--- src/lsu_cfg.svh ---
//*********************************************************************
// Cache geometry and address map of the load/store unit
// The geometry is fixed here and no module takes a parameter
// LsuLineBytes must be a power of two
// Index, offset and tag widths must add up to LsuAddrWidth
//*********************************************************************

`ifndef LSU_CFG_SVH
`define LSU_CFG_SVH

// Bytes per cache line
`define LsuLineBytes 16

// 16 lines in the direct-mapped cache
`define LsuIndexWidth 4

// Physical address bits in use
`define LsuAddrWidth 16

// Store target of the host I/O debug register
`define LsuHostIoAddr 16'hFFF0

`endif

--- src/lsuPkg.sv ---
//*********************************************************************
// Shared vector types and enums of the load/store unit
// Widths follow the cache geometry macros
//*********************************************************************

`include "lsu_cfg.svh"

package lsuPkg;
    localparam int OffsetWidth = $clog2(`LsuLineBytes);
    localparam int TagWidth = `LsuAddrWidth - `LsuIndexWidth - OffsetWidth;

    typedef logic [31:0] word_t;
    typedef logic [`LsuAddrWidth-1:0] paddr_t;
    typedef logic [`LsuAddrWidth-OffsetWidth-1:0] lineAddr_t;
    typedef logic [`LsuIndexWidth-1:0] index_t;
    typedef logic [TagWidth-1:0] tag_t;
    typedef logic [OffsetWidth-1:0] offset_t;
    typedef logic [`LsuLineBytes*8-1:0] line_t;
    typedef logic [`LsuLineBytes-1:0] writeMask_t;

    typedef enum logic [1:0] {
        LsuCmdNone       = 2'h0,
        LsuCmdLoad       = 2'h1,
        LsuCmdStore      = 2'h2,
        LsuCmdInvalidate = 2'h3
    } lsuCommand_t;

    typedef enum logic [2:0] {
        LsTypeWord             = 3'h0,
        LsTypeHalfWord         = 3'h1,
        LsTypeUnsignedHalfWord = 3'h2,
        LsTypeByte             = 3'h3,
        LsTypeUnsignedByte     = 3'h4
    } loadStoreType_t;

    typedef enum logic [1:0] {
        CacheCmdNone         = 2'h0,
        CacheCmdReplace      = 2'h1,
        CacheCmdWriteThrough = 2'h2,
        CacheCmdInvalidate   = 2'h3
    } cacheCommand_t;

    typedef enum logic [2:0] {
        StateDefault      = 3'h0,
        StateLoad         = 3'h1,
        StateStore        = 3'h2,
        StateReplaceCache = 3'h3,
        StateWriteThrough = 3'h4,
        StateInvalidate   = 3'h5
    } lsuState_t;
endpackage

--- src/accessAligner.sv ---
//*********************************************************************
// Byte-lane alignment between a cache line and a 32-bit access
// Purely combinational
// Accesses must be naturally aligned, a misaligned access is not
// supported and gives undefined data
//*********************************************************************

`timescale 1ns/1ps

`include "lsu_cfg.svh"

module accessAligner (
    input  lsuPkg::offset_t        offset,
    input  lsuPkg::loadStoreType_t loadStoreType,
    input  lsuPkg::line_t          lineData,
    input  lsuPkg::word_t          storeValue,
    output lsuPkg::word_t          loadResult,
    output lsuPkg::line_t          storeLine,
    output lsuPkg::writeMask_t     storeMask
);
    import lsuPkg::*;

    word_t      shiftedWord;
    logic [3:0] byteMask;

    // Addressed bytes moved down to lane zero
    always_comb begin
        shiftedWord = '0;
        for (int i = 0; i < 4; i++) begin
            if (int'(offset) + i < `LsuLineBytes) begin
                shiftedWord[8*i +: 8] = lineData[8*(int'(offset) + i) +: 8];
            end
        end
    end

    always_comb begin
        case (loadStoreType)
            LsTypeHalfWord: begin
                loadResult = {{16{shiftedWord[15]}}, shiftedWord[15:0]};
            end
            LsTypeUnsignedHalfWord: begin
                loadResult = {16'h0000, shiftedWord[15:0]};
            end
            LsTypeByte: begin
                loadResult = {{24{shiftedWord[7]}}, shiftedWord[7:0]};
            end
            LsTypeUnsignedByte: begin
                loadResult = {24'h000000, shiftedWord[7:0]};
            end
            default: begin
                loadResult = shiftedWord;
            end
        endcase
    end

    // Lanes written by the store, before the offset shift
    always_comb begin
        case (loadStoreType)
            LsTypeHalfWord, LsTypeUnsignedHalfWord: begin
                byteMask = 4'b0011;
            end
            LsTypeByte, LsTypeUnsignedByte: begin
                byteMask = 4'b0001;
            end
            default: begin
                byteMask = 4'b1111;
            end
        endcase
    end

    // Unused upper lanes of the word are masked off anyway
    assign storeLine = line_t'(storeValue) << {offset, 3'b000};
    assign storeMask = writeMask_t'(byteMask) << offset;
endmodule

--- src/dcacheArrays.sv ---
//*********************************************************************
// Valid/tag array and byte-banked data array of the data cache
// Reads are registered and return the old contents on a write
// Only the valid bits are cleared by reset
//*********************************************************************

`timescale 1ns/1ps

`include "lsu_cfg.svh"

module dcacheArrays (
    input  logic               clk,
    input  logic               rst,
    input  lsuPkg::index_t     index,
    input  logic               tagWriteEnable,
    input  logic               tagWriteValid,
    input  lsuPkg::tag_t       tagWriteTag,
    input  lsuPkg::writeMask_t dataWriteMask,
    input  lsuPkg::line_t      dataWriteValue,
    output logic               readValid,
    output lsuPkg::tag_t       readTag,
    output lsuPkg::line_t      readData
);
    import lsuPkg::*;

    localparam int Depth = 1 << `LsuIndexWidth;

    logic [Depth-1:0] validBits;
    tag_t             tagArray [Depth];

    always_ff @(posedge clk) begin
        if (rst) begin
            validBits <= '0;
            readValid <= 1'b0;
        end else begin
            if (tagWriteEnable) begin
                validBits[index] <= tagWriteValid;
            end
            readValid <= validBits[index];
        end
    end

    always_ff @(posedge clk) begin
        if (tagWriteEnable) begin
            tagArray[index] <= tagWriteTag;
        end
        readTag <= tagArray[index];
    end

    // One bank per line byte, each under its own mask bit
    for (genvar b = 0; b < `LsuLineBytes; b++) begin : gBank
        logic [7:0] bank [Depth];
        logic [7:0] bankRead;

        always_ff @(posedge clk) begin
            if (dataWriteMask[b]) begin
                bank[index] <= dataWriteValue[8*b +: 8];
            end
            bankRead <= bank[index];
        end

        assign readData[8*b +: 8] = bankRead;
    end
endmodule

--- src/lineReplacer.sv ---
//*********************************************************************
// Line sequencer between the cache arrays and the memory port
// Replace refills one line, WriteThrough copies one line out and
// Invalidate clears every valid bit, one index per cycle
// The command must stay steady until done
// A memory request stays high until its grant pulse
//*********************************************************************

`timescale 1ns/1ps

`include "lsu_cfg.svh"

module lineReplacer (
    input  logic                  clk,
    input  logic                  rst,
    input  lsuPkg::cacheCommand_t cacheCommand,
    input  lsuPkg::lineAddr_t     lineAddr,
    input  lsuPkg::line_t         arrayReadData,
    output lsuPkg::lineAddr_t     memAddr,
    output logic                  memReadReq,
    output logic                  memWriteReq,
    output lsuPkg::line_t         memWriteValue,
    input  logic                  memReadGrant,
    input  lsuPkg::line_t         memReadValue,
    input  logic                  memWriteGrant,
    output lsuPkg::index_t        arrayIndex,
    output logic                  arrayWriteEnable,
    output logic                  arrayWriteValid,
    output lsuPkg::tag_t          arrayWriteTag,
    output lsuPkg::line_t         arrayWriteData,
    output logic                  done
);
    import lsuPkg::*;

    index_t sweepIndex;
    logic   writeArmed;

    always_ff @(posedge clk) begin
        if (rst) begin
            sweepIndex <= '0;
            writeArmed <= 1'b0;
        end else begin
            // Each sweep starts again at index zero
            if (cacheCommand == CacheCmdInvalidate) begin
                sweepIndex <= sweepIndex + 1'b1;
            end else begin
                sweepIndex <= '0;
            end

            // Store data reaches the registered array read one cycle late
            writeArmed <= (cacheCommand == CacheCmdWriteThrough) && !memWriteGrant;
        end
    end

    assign memAddr = lineAddr;
    assign memWriteValue = arrayReadData;
    assign arrayWriteTag = lineAddr[$bits(lineAddr_t)-1 -: TagWidth];
    assign arrayWriteData = memReadValue;

    always_comb begin
        memReadReq = 1'b0;
        memWriteReq = 1'b0;
        arrayIndex = lineAddr[`LsuIndexWidth-1:0];
        arrayWriteEnable = 1'b0;
        arrayWriteValid = 1'b0;
        done = 1'b0;

        case (cacheCommand)
            CacheCmdReplace: begin
                memReadReq = 1'b1;
                // Data, tag and valid bit land together with the grant
                arrayWriteEnable = memReadGrant;
                arrayWriteValid = 1'b1;
                done = memReadGrant;
            end
            CacheCmdWriteThrough: begin
                memWriteReq = writeArmed;
                done = writeArmed && memWriteGrant;
            end
            CacheCmdInvalidate: begin
                arrayIndex = sweepIndex;
                arrayWriteEnable = 1'b1;
                done = &sweepIndex;
            end
            default: begin
                done = 1'b0;
            end
        endcase
    end
endmodule

--- src/loadStoreUnit.sv ---
//*********************************************************************
// Data-side load/store unit with a direct-mapped write-through cache
// Addresses are physical and accesses must be naturally aligned
// The requester holds its inputs from enable until the done pulse
// and drops enable in the cycle after done
// Every store writes the whole line through to memory
//*********************************************************************

`timescale 1ns/1ps

`include "lsu_cfg.svh"

module loadStoreUnit (
    input  logic                   clk,
    input  logic                   rst,
    input  logic                   enable,
    input  lsuPkg::lsuCommand_t    command,
    input  lsuPkg::loadStoreType_t loadStoreType,
    input  lsuPkg::paddr_t         addr,
    input  lsuPkg::word_t          storeValue,
    output logic                   done,
    output lsuPkg::word_t          result,
    output lsuPkg::word_t          hostIoValue,
    output lsuPkg::lineAddr_t      memAddr,
    output logic                   memReadReq,
    output logic                   memWriteReq,
    output lsuPkg::line_t          memWriteValue,
    input  logic                   memReadGrant,
    input  lsuPkg::line_t          memReadValue,
    input  logic                   memWriteGrant
);
    import lsuPkg::*;

    lsuState_t      state;
    lsuState_t      nextState;
    paddr_t         rAddr;
    loadStoreType_t rType;
    word_t          rStoreValue;

    logic           cacheMiss;
    cacheCommand_t  replacerCommand;
    logic           replacerDone;
    index_t         replacerIndex;
    logic           replacerWriteEnable;
    logic           replacerWriteValid;
    tag_t           replacerWriteTag;
    line_t          replacerWriteData;

    index_t         arrayIndex;
    logic           tagWriteEnable;
    logic           tagWriteValid;
    tag_t           tagWriteTag;
    writeMask_t     dataWriteMask;
    line_t          dataWriteValue;
    logic           readValid;
    tag_t           readTag;
    line_t          readData;
    line_t          storeLine;
    writeMask_t     storeMask;

    dcacheArrays u_arrays (
        .clk            (clk),
        .rst            (rst),
        .index          (arrayIndex),
        .tagWriteEnable (tagWriteEnable),
        .tagWriteValid  (tagWriteValid),
        .tagWriteTag    (tagWriteTag),
        .dataWriteMask  (dataWriteMask),
        .dataWriteValue (dataWriteValue),
        .readValid      (readValid),
        .readTag        (readTag),
        .readData       (readData)
    );

    lineReplacer u_replacer (
        .clk              (clk),
        .rst              (rst),
        .cacheCommand     (replacerCommand),
        .lineAddr         (rAddr[`LsuAddrWidth-1:OffsetWidth]),
        .arrayReadData    (readData),
        .memAddr          (memAddr),
        .memReadReq       (memReadReq),
        .memWriteReq      (memWriteReq),
        .memWriteValue    (memWriteValue),
        .memReadGrant     (memReadGrant),
        .memReadValue     (memReadValue),
        .memWriteGrant    (memWriteGrant),
        .arrayIndex       (replacerIndex),
        .arrayWriteEnable (replacerWriteEnable),
        .arrayWriteValid  (replacerWriteValid),
        .arrayWriteTag    (replacerWriteTag),
        .arrayWriteData   (replacerWriteData),
        .done             (replacerDone)
    );

    accessAligner u_aligner (
        .offset        (rAddr[OffsetWidth-1:0]),
        .loadStoreType (rType),
        .lineData      (readData),
        .storeValue    (rStoreValue),
        .loadResult    (result),
        .storeLine     (storeLine),
        .storeMask     (storeMask)
    );

    // Array outputs belong to the address registered in the accept cycle
    assign cacheMiss = !readValid || (readTag != rAddr[`LsuAddrWidth-1 -: TagWidth]);

    always_comb begin
        case (state)
            StateReplaceCache: replacerCommand = CacheCmdReplace;
            StateWriteThrough: replacerCommand = CacheCmdWriteThrough;
            StateInvalidate:   replacerCommand = CacheCmdInvalidate;
            default:           replacerCommand = CacheCmdNone;
        endcase
    end

    always_comb begin
        nextState = state;
        done = 1'b0;
        case (state)
            StateDefault: begin
                if (enable) begin
                    case (command)
                        LsuCmdLoad:       nextState = StateLoad;
                        LsuCmdStore:      nextState = StateStore;
                        LsuCmdInvalidate: nextState = StateInvalidate;
                        default:          nextState = StateDefault;
                    endcase
                end
            end
            StateLoad: begin
                nextState = cacheMiss ? StateReplaceCache : StateDefault;
                done = !cacheMiss;
            end
            StateStore: begin
                nextState = cacheMiss ? StateReplaceCache : StateWriteThrough;
            end
            StateReplaceCache: begin
                // Back to Default, which accepts the held command again
                if (replacerDone) begin
                    nextState = StateDefault;
                end
            end
            StateWriteThrough, StateInvalidate: begin
                if (replacerDone) begin
                    nextState = StateDefault;
                end
                done = replacerDone;
            end
            default: begin
                nextState = StateDefault;
            end
        endcase
    end

    // Array steering between the replacer and the access pipeline
    always_comb begin
        if (state == StateReplaceCache || state == StateInvalidate) begin
            arrayIndex = replacerIndex;
            tagWriteEnable = replacerWriteEnable;
            tagWriteValid = replacerWriteValid;
            tagWriteTag = replacerWriteTag;
        end else begin
            arrayIndex = (state == StateDefault) ? addr[OffsetWidth +: `LsuIndexWidth]
                                                 : rAddr[OffsetWidth +: `LsuIndexWidth];
            tagWriteEnable = 1'b0;
            tagWriteValid = 1'b0;
            tagWriteTag = '0;
        end

        if (state == StateReplaceCache) begin
            dataWriteMask = replacerWriteEnable ? '1 : '0;
            dataWriteValue = replacerWriteData;
        end else if (state == StateStore && !cacheMiss) begin
            dataWriteMask = storeMask;
            dataWriteValue = storeLine;
        end else begin
            dataWriteMask = '0;
            dataWriteValue = storeLine;
        end
    end

    always_ff @(posedge clk) begin
        if (rst) begin
            state <= StateDefault;
            hostIoValue <= '0;
        end else begin
            state <= nextState;
            // Debug register follows completed stores to the host I/O address
            if (state == StateWriteThrough && replacerDone && rAddr == `LsuHostIoAddr) begin
                hostIoValue <= rStoreValue;
            end
        end
    end

    always_ff @(posedge clk) begin
        if (state == StateDefault) begin
            rAddr <= addr;
            rType <= loadStoreType;
            rStoreValue <= storeValue;
        end
    end
endmodule

--- config.mk ---
export PLATFORM = sky130hd
export DESIGN_NAME = loadStoreUnit
export DESIGN_NICKNAME = d
export VERILOG_FILES = /design/src/lsuPkg.sv /design/src/accessAligner.sv /design/src/dcacheArrays.sv /design/src/lineReplacer.sv /design/src/loadStoreUnit.sv
export VERILOG_INCLUDE_DIRS = /design/src
export SDC_FILE = /design/constraint.sdc
export NUM_CORES = 2
export LEC_CHECK = 0
export BUFFER_PORTS_ARGS = -buffer_cell sky130_fd_sc_hd__buf_4
export CORE_MARGIN = 5
export CORE_UTILIZATION = 40
export DETAILED_ROUTE_END_ITERATION = 7
export SLEW_MARGIN = 30
export SYNTH_ARGS = -nofsm -noshare
export SYNTH_HDL_FRONTEND = slang
export SYNTH_SLANG_ARGS = --single-unit
export TNS_END_PERCENT = 1
--- constraint.sdc ---
create_clock -name clk -period 4.5 [get_ports clk]
set_input_delay 0.45 -clock clk [delete_from_list [all_inputs] [get_ports clk]]
set_output_delay 0.45 -clock clk [all_outputs]
set_load 0.005 [all_outputs]
[Word level (Yosys, flattened, before mapping)]
Memories as Yosys holds them, arrays and structs flattened. A register that Yosys moved wholly into a read port is not among the register bits.
Index checks and enable logic that the tools add are counted.
Word-level totals
  bits in registers: 108
  bits in latches: 0
  RAM bits: 2176
  memory bits (read-only): 0
  input port bits: 186
  output and inout bits: 207
  word-level logic and storage cells: 148
  memories kept: 17
Operators by class
  add/sub/neg operators: 4
  multipliers: 0
  divide/modulo/power cells: 0
  order comparisons: 6
  equality and inequality tests: 19
  shifts and indexed selects: 6
  multiplexer cells: 67
  bitwise operators: 1
  reduce and logical (&&, ||, !) cells: 19
Memory list
  u_arrays.gBank[0].bank: depth 16, width 8, read ports 1, clocked after Yosys merged registers in 1, write ports 1, line dcacheArrays.sv:52  | logic [7:0] bank [Depth];
  u_arrays.gBank[10].bank: depth 16, width 8, read ports 1, clocked after Yosys merged registers in 1, write ports 1, line dcacheArrays.sv:52
  u_arrays.gBank[11].bank: depth 16, width 8, read ports 1, clocked after Yosys merged registers in 1, write ports 1, line dcacheArrays.sv:52
  u_arrays.gBank[12].bank: depth 16, width 8, read ports 1, clocked after Yosys merged registers in 1, write ports 1, line dcacheArrays.sv:52
  u_arrays.gBank[13].bank: depth 16, width 8, read ports 1, clocked after Yosys merged registers in 1, write ports 1, line dcacheArrays.sv:52
  u_arrays.gBank[14].bank: depth 16, width 8, read ports 1, clocked after Yosys merged registers in 1, write ports 1, line dcacheArrays.sv:52
  +11 memories
Operator list (number)
  128-bit by 32-bit indexed part select with 8-bit output: 3
  128-bit two-way mux: 1
  32-bit case mux with 4 select lines: 1
  128-bit by 8-bit indexed part select with 8-bit output: 1
  32-bit by 7-bit << shifter with 128-bit output: 1
  32-bit by 6-bit less-than comparator with 1-bit output (second input constant): 3
  16-bit two-way mux: 3
  1-bit two-way mux: 40
  8-bit two-way mux: 5
  16-bit bitwise mux: 1
  16-bit equality test (second input constant): 1
  4-bit by 4-bit << shifter with 16-bit output: 1
  3-bit by 2-bit equality test with 1-bit output (second input constant): 4
  4-bit two-way mux: 3
  3-bit case mux with 4 select lines: 1
  4-bit by 2-bit adder with 5-bit output (second input constant): 2
  4-bit by 5-bit less-than comparator with 1-bit output (second input constant): 2
  3-bit equality test (second input constant): 3
  3-bit two-way mux: 3
  3-bit case mux with 3 select lines: 1
  2-bit equality test (second input constant): 4
  8-bit inequality test: 1
  4-bit case mux with 2 select lines: 1
  2-bit OR reduction: 4
  21 further kinds: 32

[Longest topological paths before layout]
  depth in word-level cells: 10
  depth in mapped cells: 12
  gate-level depth less buffers: 7

[Cells and area by module]
Synthesis repeated with hierarchy kept, for this count alone.
Unflattened totals
  cell total of the unflattened synthesis: 5300
  area total of the unflattened synthesis: 100077.2 um2
Modules (own cells, without submodules)
  dcacheArrays: instances 1, cells an instance 3844, area each 86711.9 um2, sequential area each 68405.6 um2
  accessAligner: instances 1, cells an instance 707, area each 5754.3 um2, sequential area each 0.0 um2
  loadStoreUnit: instances 1, cells an instance 443, area each 5191.2 um2, sequential area each 2232.1 um2
  lineReplacer: instances 1, cells an instance 306, area each 2419.8 um2, sequential area each 100.1 um2

[Worst setup path before layout]
Ideal clock, no wire load.
  kind: register to register
  from: register state[0]
  to: register rAddr[0] (enable)
  library setup time: 0.523 ns
  arrival: 4.230 ns
  data required time: 3.977 ns
  slack: -0.253 ns
  cell stages (with the launch flop): 4
  path buffers: 2
  clock period less this slack: 4.753 ns
  cell sequence: dfxtp_1 buf_2 buf_1 nor3_1
On the way
  word-level cells in the longest chain between the ends: 1
Ends and longest elaborated chain
  start: declaration: line loadStoreUnit.sv:34  | lsuState_t state;
  start signal: assignment: line loadStoreUnit.sv:186  | state <= StateDefault;
  start signal: assignment: line loadStoreUnit.sv:189  | state <= nextState;
  3-bit zero test: line loadStoreUnit.sv:198  | if (state == StateDefault) begin
  end signal: assignment: line loadStoreUnit.sv:199  | rAddr <= addr;
  end: declaration: line loadStoreUnit.sv:36  | paddr_t rAddr;
Every way passes these cells.
A chain may end at the register's enable or synchronous reset.

[Final worst setup path]
  from: register rAddr[0]
  to: output port result[23]
On the way
  word-level cells in the longest chain between the ends: 4
  elaborated cells on any way between the ends: 12
  those cells by class: 2 x add/sub; 3 x order compare; 3 x shift; 4 x mux
Ends and longest elaborated chain
  4-bit by 2-bit adder with 5-bit output or 4-bit by 1-bit adder with 5-bit output (tied branches): line accessAligner.sv:30, accessAligner.sv:31
  32-bit by 6-bit less-than comparator with 1-bit output (no line) or 128-bit by 32-bit indexed part select with 8-bit output (tied branches)
  8-bit two-way mux: line accessAligner.sv:30  | if (int'(offset) + i < `LsuLineBytes) begin
  32-bit case mux with 4 select lines *: line accessAligner.sv:37  | case (loadStoreType)
  end: declaration: line loadStoreUnit.sv:22  | output lsuPkg::word_t result,
Mark *: on every way between the ends. The rest lies on a longest branch, timed or not.

==> flow_summary.yaml <==
outcome:
  status: "finished, final reports clean"
clocking:
  cts_tree: "done"
  cts_buffers: 229
  htree_num_levels: 4
  clk_pin_slew_worst_paths_ns: 0.06
  cts_buffer_depth: 3
  post_cts_buffers: 0
  clock_sinks: 2420
  worstSkewPairLatency_ns: 0.89
  cts-root-buf: "clkbuf_16"
synth:
  synth.cell_area_um2: 100200
  synth_top_area_cell: "edfxtp_1"
  synth.distinct_cells: 62
  synthCells: 6674
  synth.top_cells.by_area: "edfxtp_1, mux2i_1, dfxtp_1"
  ys_seq_area_share_pct: 70.63
  syn-num-nets: 6861
  synth_top_cell_area_share_pct: 66.77
  ys_warn_count: 0
  ys_async_sr_fraction_pct: 0
  synth_seq_cells: 2420
  yosys_most_used_dff: "edfxtp_1"
  avgSynthCellArea_um2: 15.01
  synth_edf_count: 2227
global_route:
  gr-usage-all-layers_pct: 25.51
  grt_overflow: 0
  antenna_found_initial: 28
  grt_pass1_wl_um: 466000
  grt_start_max_net_pins: 110
  grt_pass1_vias: 59850
pwr:
  leakage_uw: 0.04281
  powerDensity_nw_per_um2: 679.9
  peakVddDrop_v: 0.0005739
drt:
  vias: 61240
  drc: 0
  viasPerCell: 5.660
  wirelength_um: 339100
  wl_met1_um: 122900
  postRouteAntennaNets: 0
  routedWlPerCell_um: 31.34
  first_pass_iters: 6
  drt_iter0_drc: 6903
  highest_layer: "met5"
  route.met2.wl_um: 159100
  wl_met3_um: 23740
critical_path:
  endpoint_kind: "output pin"
  reg2regPathDepth: 8
  required_ns: 4.05
  arrival_ns: 3.92
  crit_fanout: 46
  crit_type: "reg2out"
  start_kind: "register"
floorplan:
  core-area_um2: 248900
  design.die.area_um2: 260500
  start_util_pct: 40.24
  rows: 183
  ios: 393
  die_w_um: 510.4
  chipHeight_um: 510.4
finish:
  final_cells: 10820
  num-nets-final: 7447
  area_growth_pct: 16.38
  final_util_pct: 46.83
  drive_gt1_share_pct: 16.25
  fillers: 21550
timing:
  rsz0062_at_grt: "no"
  slew_violations: 0
  fin_crit_sh_pct: 97.11
  max_slew_margin_pct: 26.85
  min_period_ns: 4.370
  tns_ns: 0
  hold_slack_ns: 0.08232
  setup_viol: 0
  worst_clock_skew_ns: 0.07111
  tightest_slew_ns: 1.090
  fmax_mhz: 228.8
  finalHoldViolCount: 0
hold_path:
  holdPathStages: 2
  hold_class: "in2reg"
placement:
  dp.cells: 10310
  portBuffers: 392
  gp_congestion: 1.007
  detailed_place_hpwl_um: 240000
run:
  maxCapViolations: 0
==> path summary, 6_finish.rpt <==
path	startpoint	to	slack, ns
min	rst	state[1]$_SDFFE_PP0P_	0.08
max reg2reg	rAddr[15]$_DFFE_PN_	u_arrays.gBank[7].bank[11][5]$_DFFE_PP_	0.43
max	rAddr[0]$_DFFE_PN_	result[23]	0.13
min reg2reg	hostIoValue[19]$_SDFFE_PP0P_	hostIoValue[19]$_SDFFE_PP0P_	0.45
==> stage by stage <==
stage	area [um^2]	setup WS (ns)	power [uW]
final	116600	0.1299	79250
after global placement	108200	0.5679	59270
after detailed placement	108300	0.6876	59510
after global routing	116500	0.04716	81560
after floorplan	100200	1.303	45540
after CTS	116500	0.02394	78890
==> cell families (layout without fill, tap and decap cells) <==
| logic type | count (synthesis) | in the layout | share of synthesized area [%] |
|---|---|---|---|
| simple gates | 1525 | 1525 | 6.369 |
| compound gates | 720 | 720 | 4.646 |
| flops | 2420 | 2420 | 70.63 |
| fa+ha+maj | 1 | 1 | 0.01249 |
| other cells | 0 | 24 | 0 |
| xor+xnor | 12 | 12 | 0.1050 |
| buf+inv | 464 | 1256 | 2.386 |
| mux | 1532 | 1532 | 15.85 |
==> synthesized netlist by cell type, types with 38 or more instances <==
cell	count
edfxtp_1	2227
mux2i_1	1470
nand2_1	810
nor2_1	351
nand3_1	279
dfxtp_1	193
clkbuf_1	179
buf_2	155
o21ai_0	140
o21ai_1	138
a21oi_1	136
a32oi_1	136
a22o_1	74
buf_4	45
mux4_2	41
buf_6	38
==> sequential cells by signal, summed over array words and instances, names as in the netlist <==
| register | flops |
|---|---|
| u_arrays.gBank.bank | 2048 |
| u_arrays.gBank.bankRead | 128 |
| u_arrays.tagArray | 128 |
| hostIoValue | 32 |
| rStoreValue | 32 |
| rAddr | 16 |
| u_arrays.validBits | 16 |
| u_arrays.readTag | 8 |
| u_replacer.sweepIndex | 4 |
| rType | 3 |
| state | 3 |
| u_arrays.readValid | 1 |
| u_replacer.writeArmed | 1 |
==> metal layers <==
| layer | up-vias | track usage (%) |
|---|---|---|
| li1 | 26590 | - |
| met1 | 31010 | 30.08 |
| met2 | 2796 | 40.85 |
| met3 | 831 | 4.866 |
| met4 | 8 | 20.71 |
| met5 | - | 0 |
==> final cells by class <==
type                    count  area [um^2]  area share (%)
repair buffers            805         6633           5.690
clock inverters           126         1375           1.180
clock buffers             311         6280           5.388
multi-input cells        3790        27250           23.38
well taps                3330         4167           3.575
flip-flops and latches   2420        70740           60.69
inverters                  14        57.56         0.04938
diodes                     24        60.06         0.05153
==> critical path, cell delays in order (launching register included) <==
cell and delay, ns:
edfxtp_1 0.38, buf_12 0.31, buf_4 0.37, mux2_2 0.23
a21oi_1 0.07, mux4_2 0.48, o21ai_0 0.19, nand3b_1 0.10
buf_4 0.24, o21ai_1 0.40, buf_4 0.23
==> placed cells by master, fill, tap and decap left out, types with 9 or more instances in the layout <==
cell type      count
mux4_2            41
clkinvlp_4        15
xor2_1             9
clkbuf_16        230
mux2_2            21
o221ai_1          10
bufinv_16         20
nand4_4           10
o21a_1             9
nand2_1          809
and2_1             9
a22o_1            74
clkinv_1          28
nand4_1           13
dfxtp_1          192
dlygate4sd3_1     54
nand3_1          279
nor2b_1           11
mux2i_1         1470
clkinv_2          44
a32oi_1          136
buf_12            36
o21ai_1          164
buf_4            714
o21ai_0          109
inv_1             10
clkbuf_8          22
o22ai_1           15
diode_2           24
nor3_1            10
edfxtp_1        2227
clkbuf_1          59
nor2_1           343
a211oi_1          15
a21oi_1          136
==> power breakdown <==
part | internal (uW) | total (uW) | switching, uW | leakage, uW
Combinational | 10200 | 29200 | 19000 | 0.0171
Sequential | 27500 | 30500 | 3070 | 0.0220
Clock | 11000 | 19500 | 8490 | 0.00371
Total | 48600 | 79200 | 30600 | 0.0428
==> what timing repair did <==
item / in CTS / in global routing
hold buffers: 54 / 0
resized for setup: 0 / 4
setup endpoints to repair: 0 / 3
endpoints found under the hold margin: 53 / 0
No activity file was read; power rests on OpenSTA's default activity.
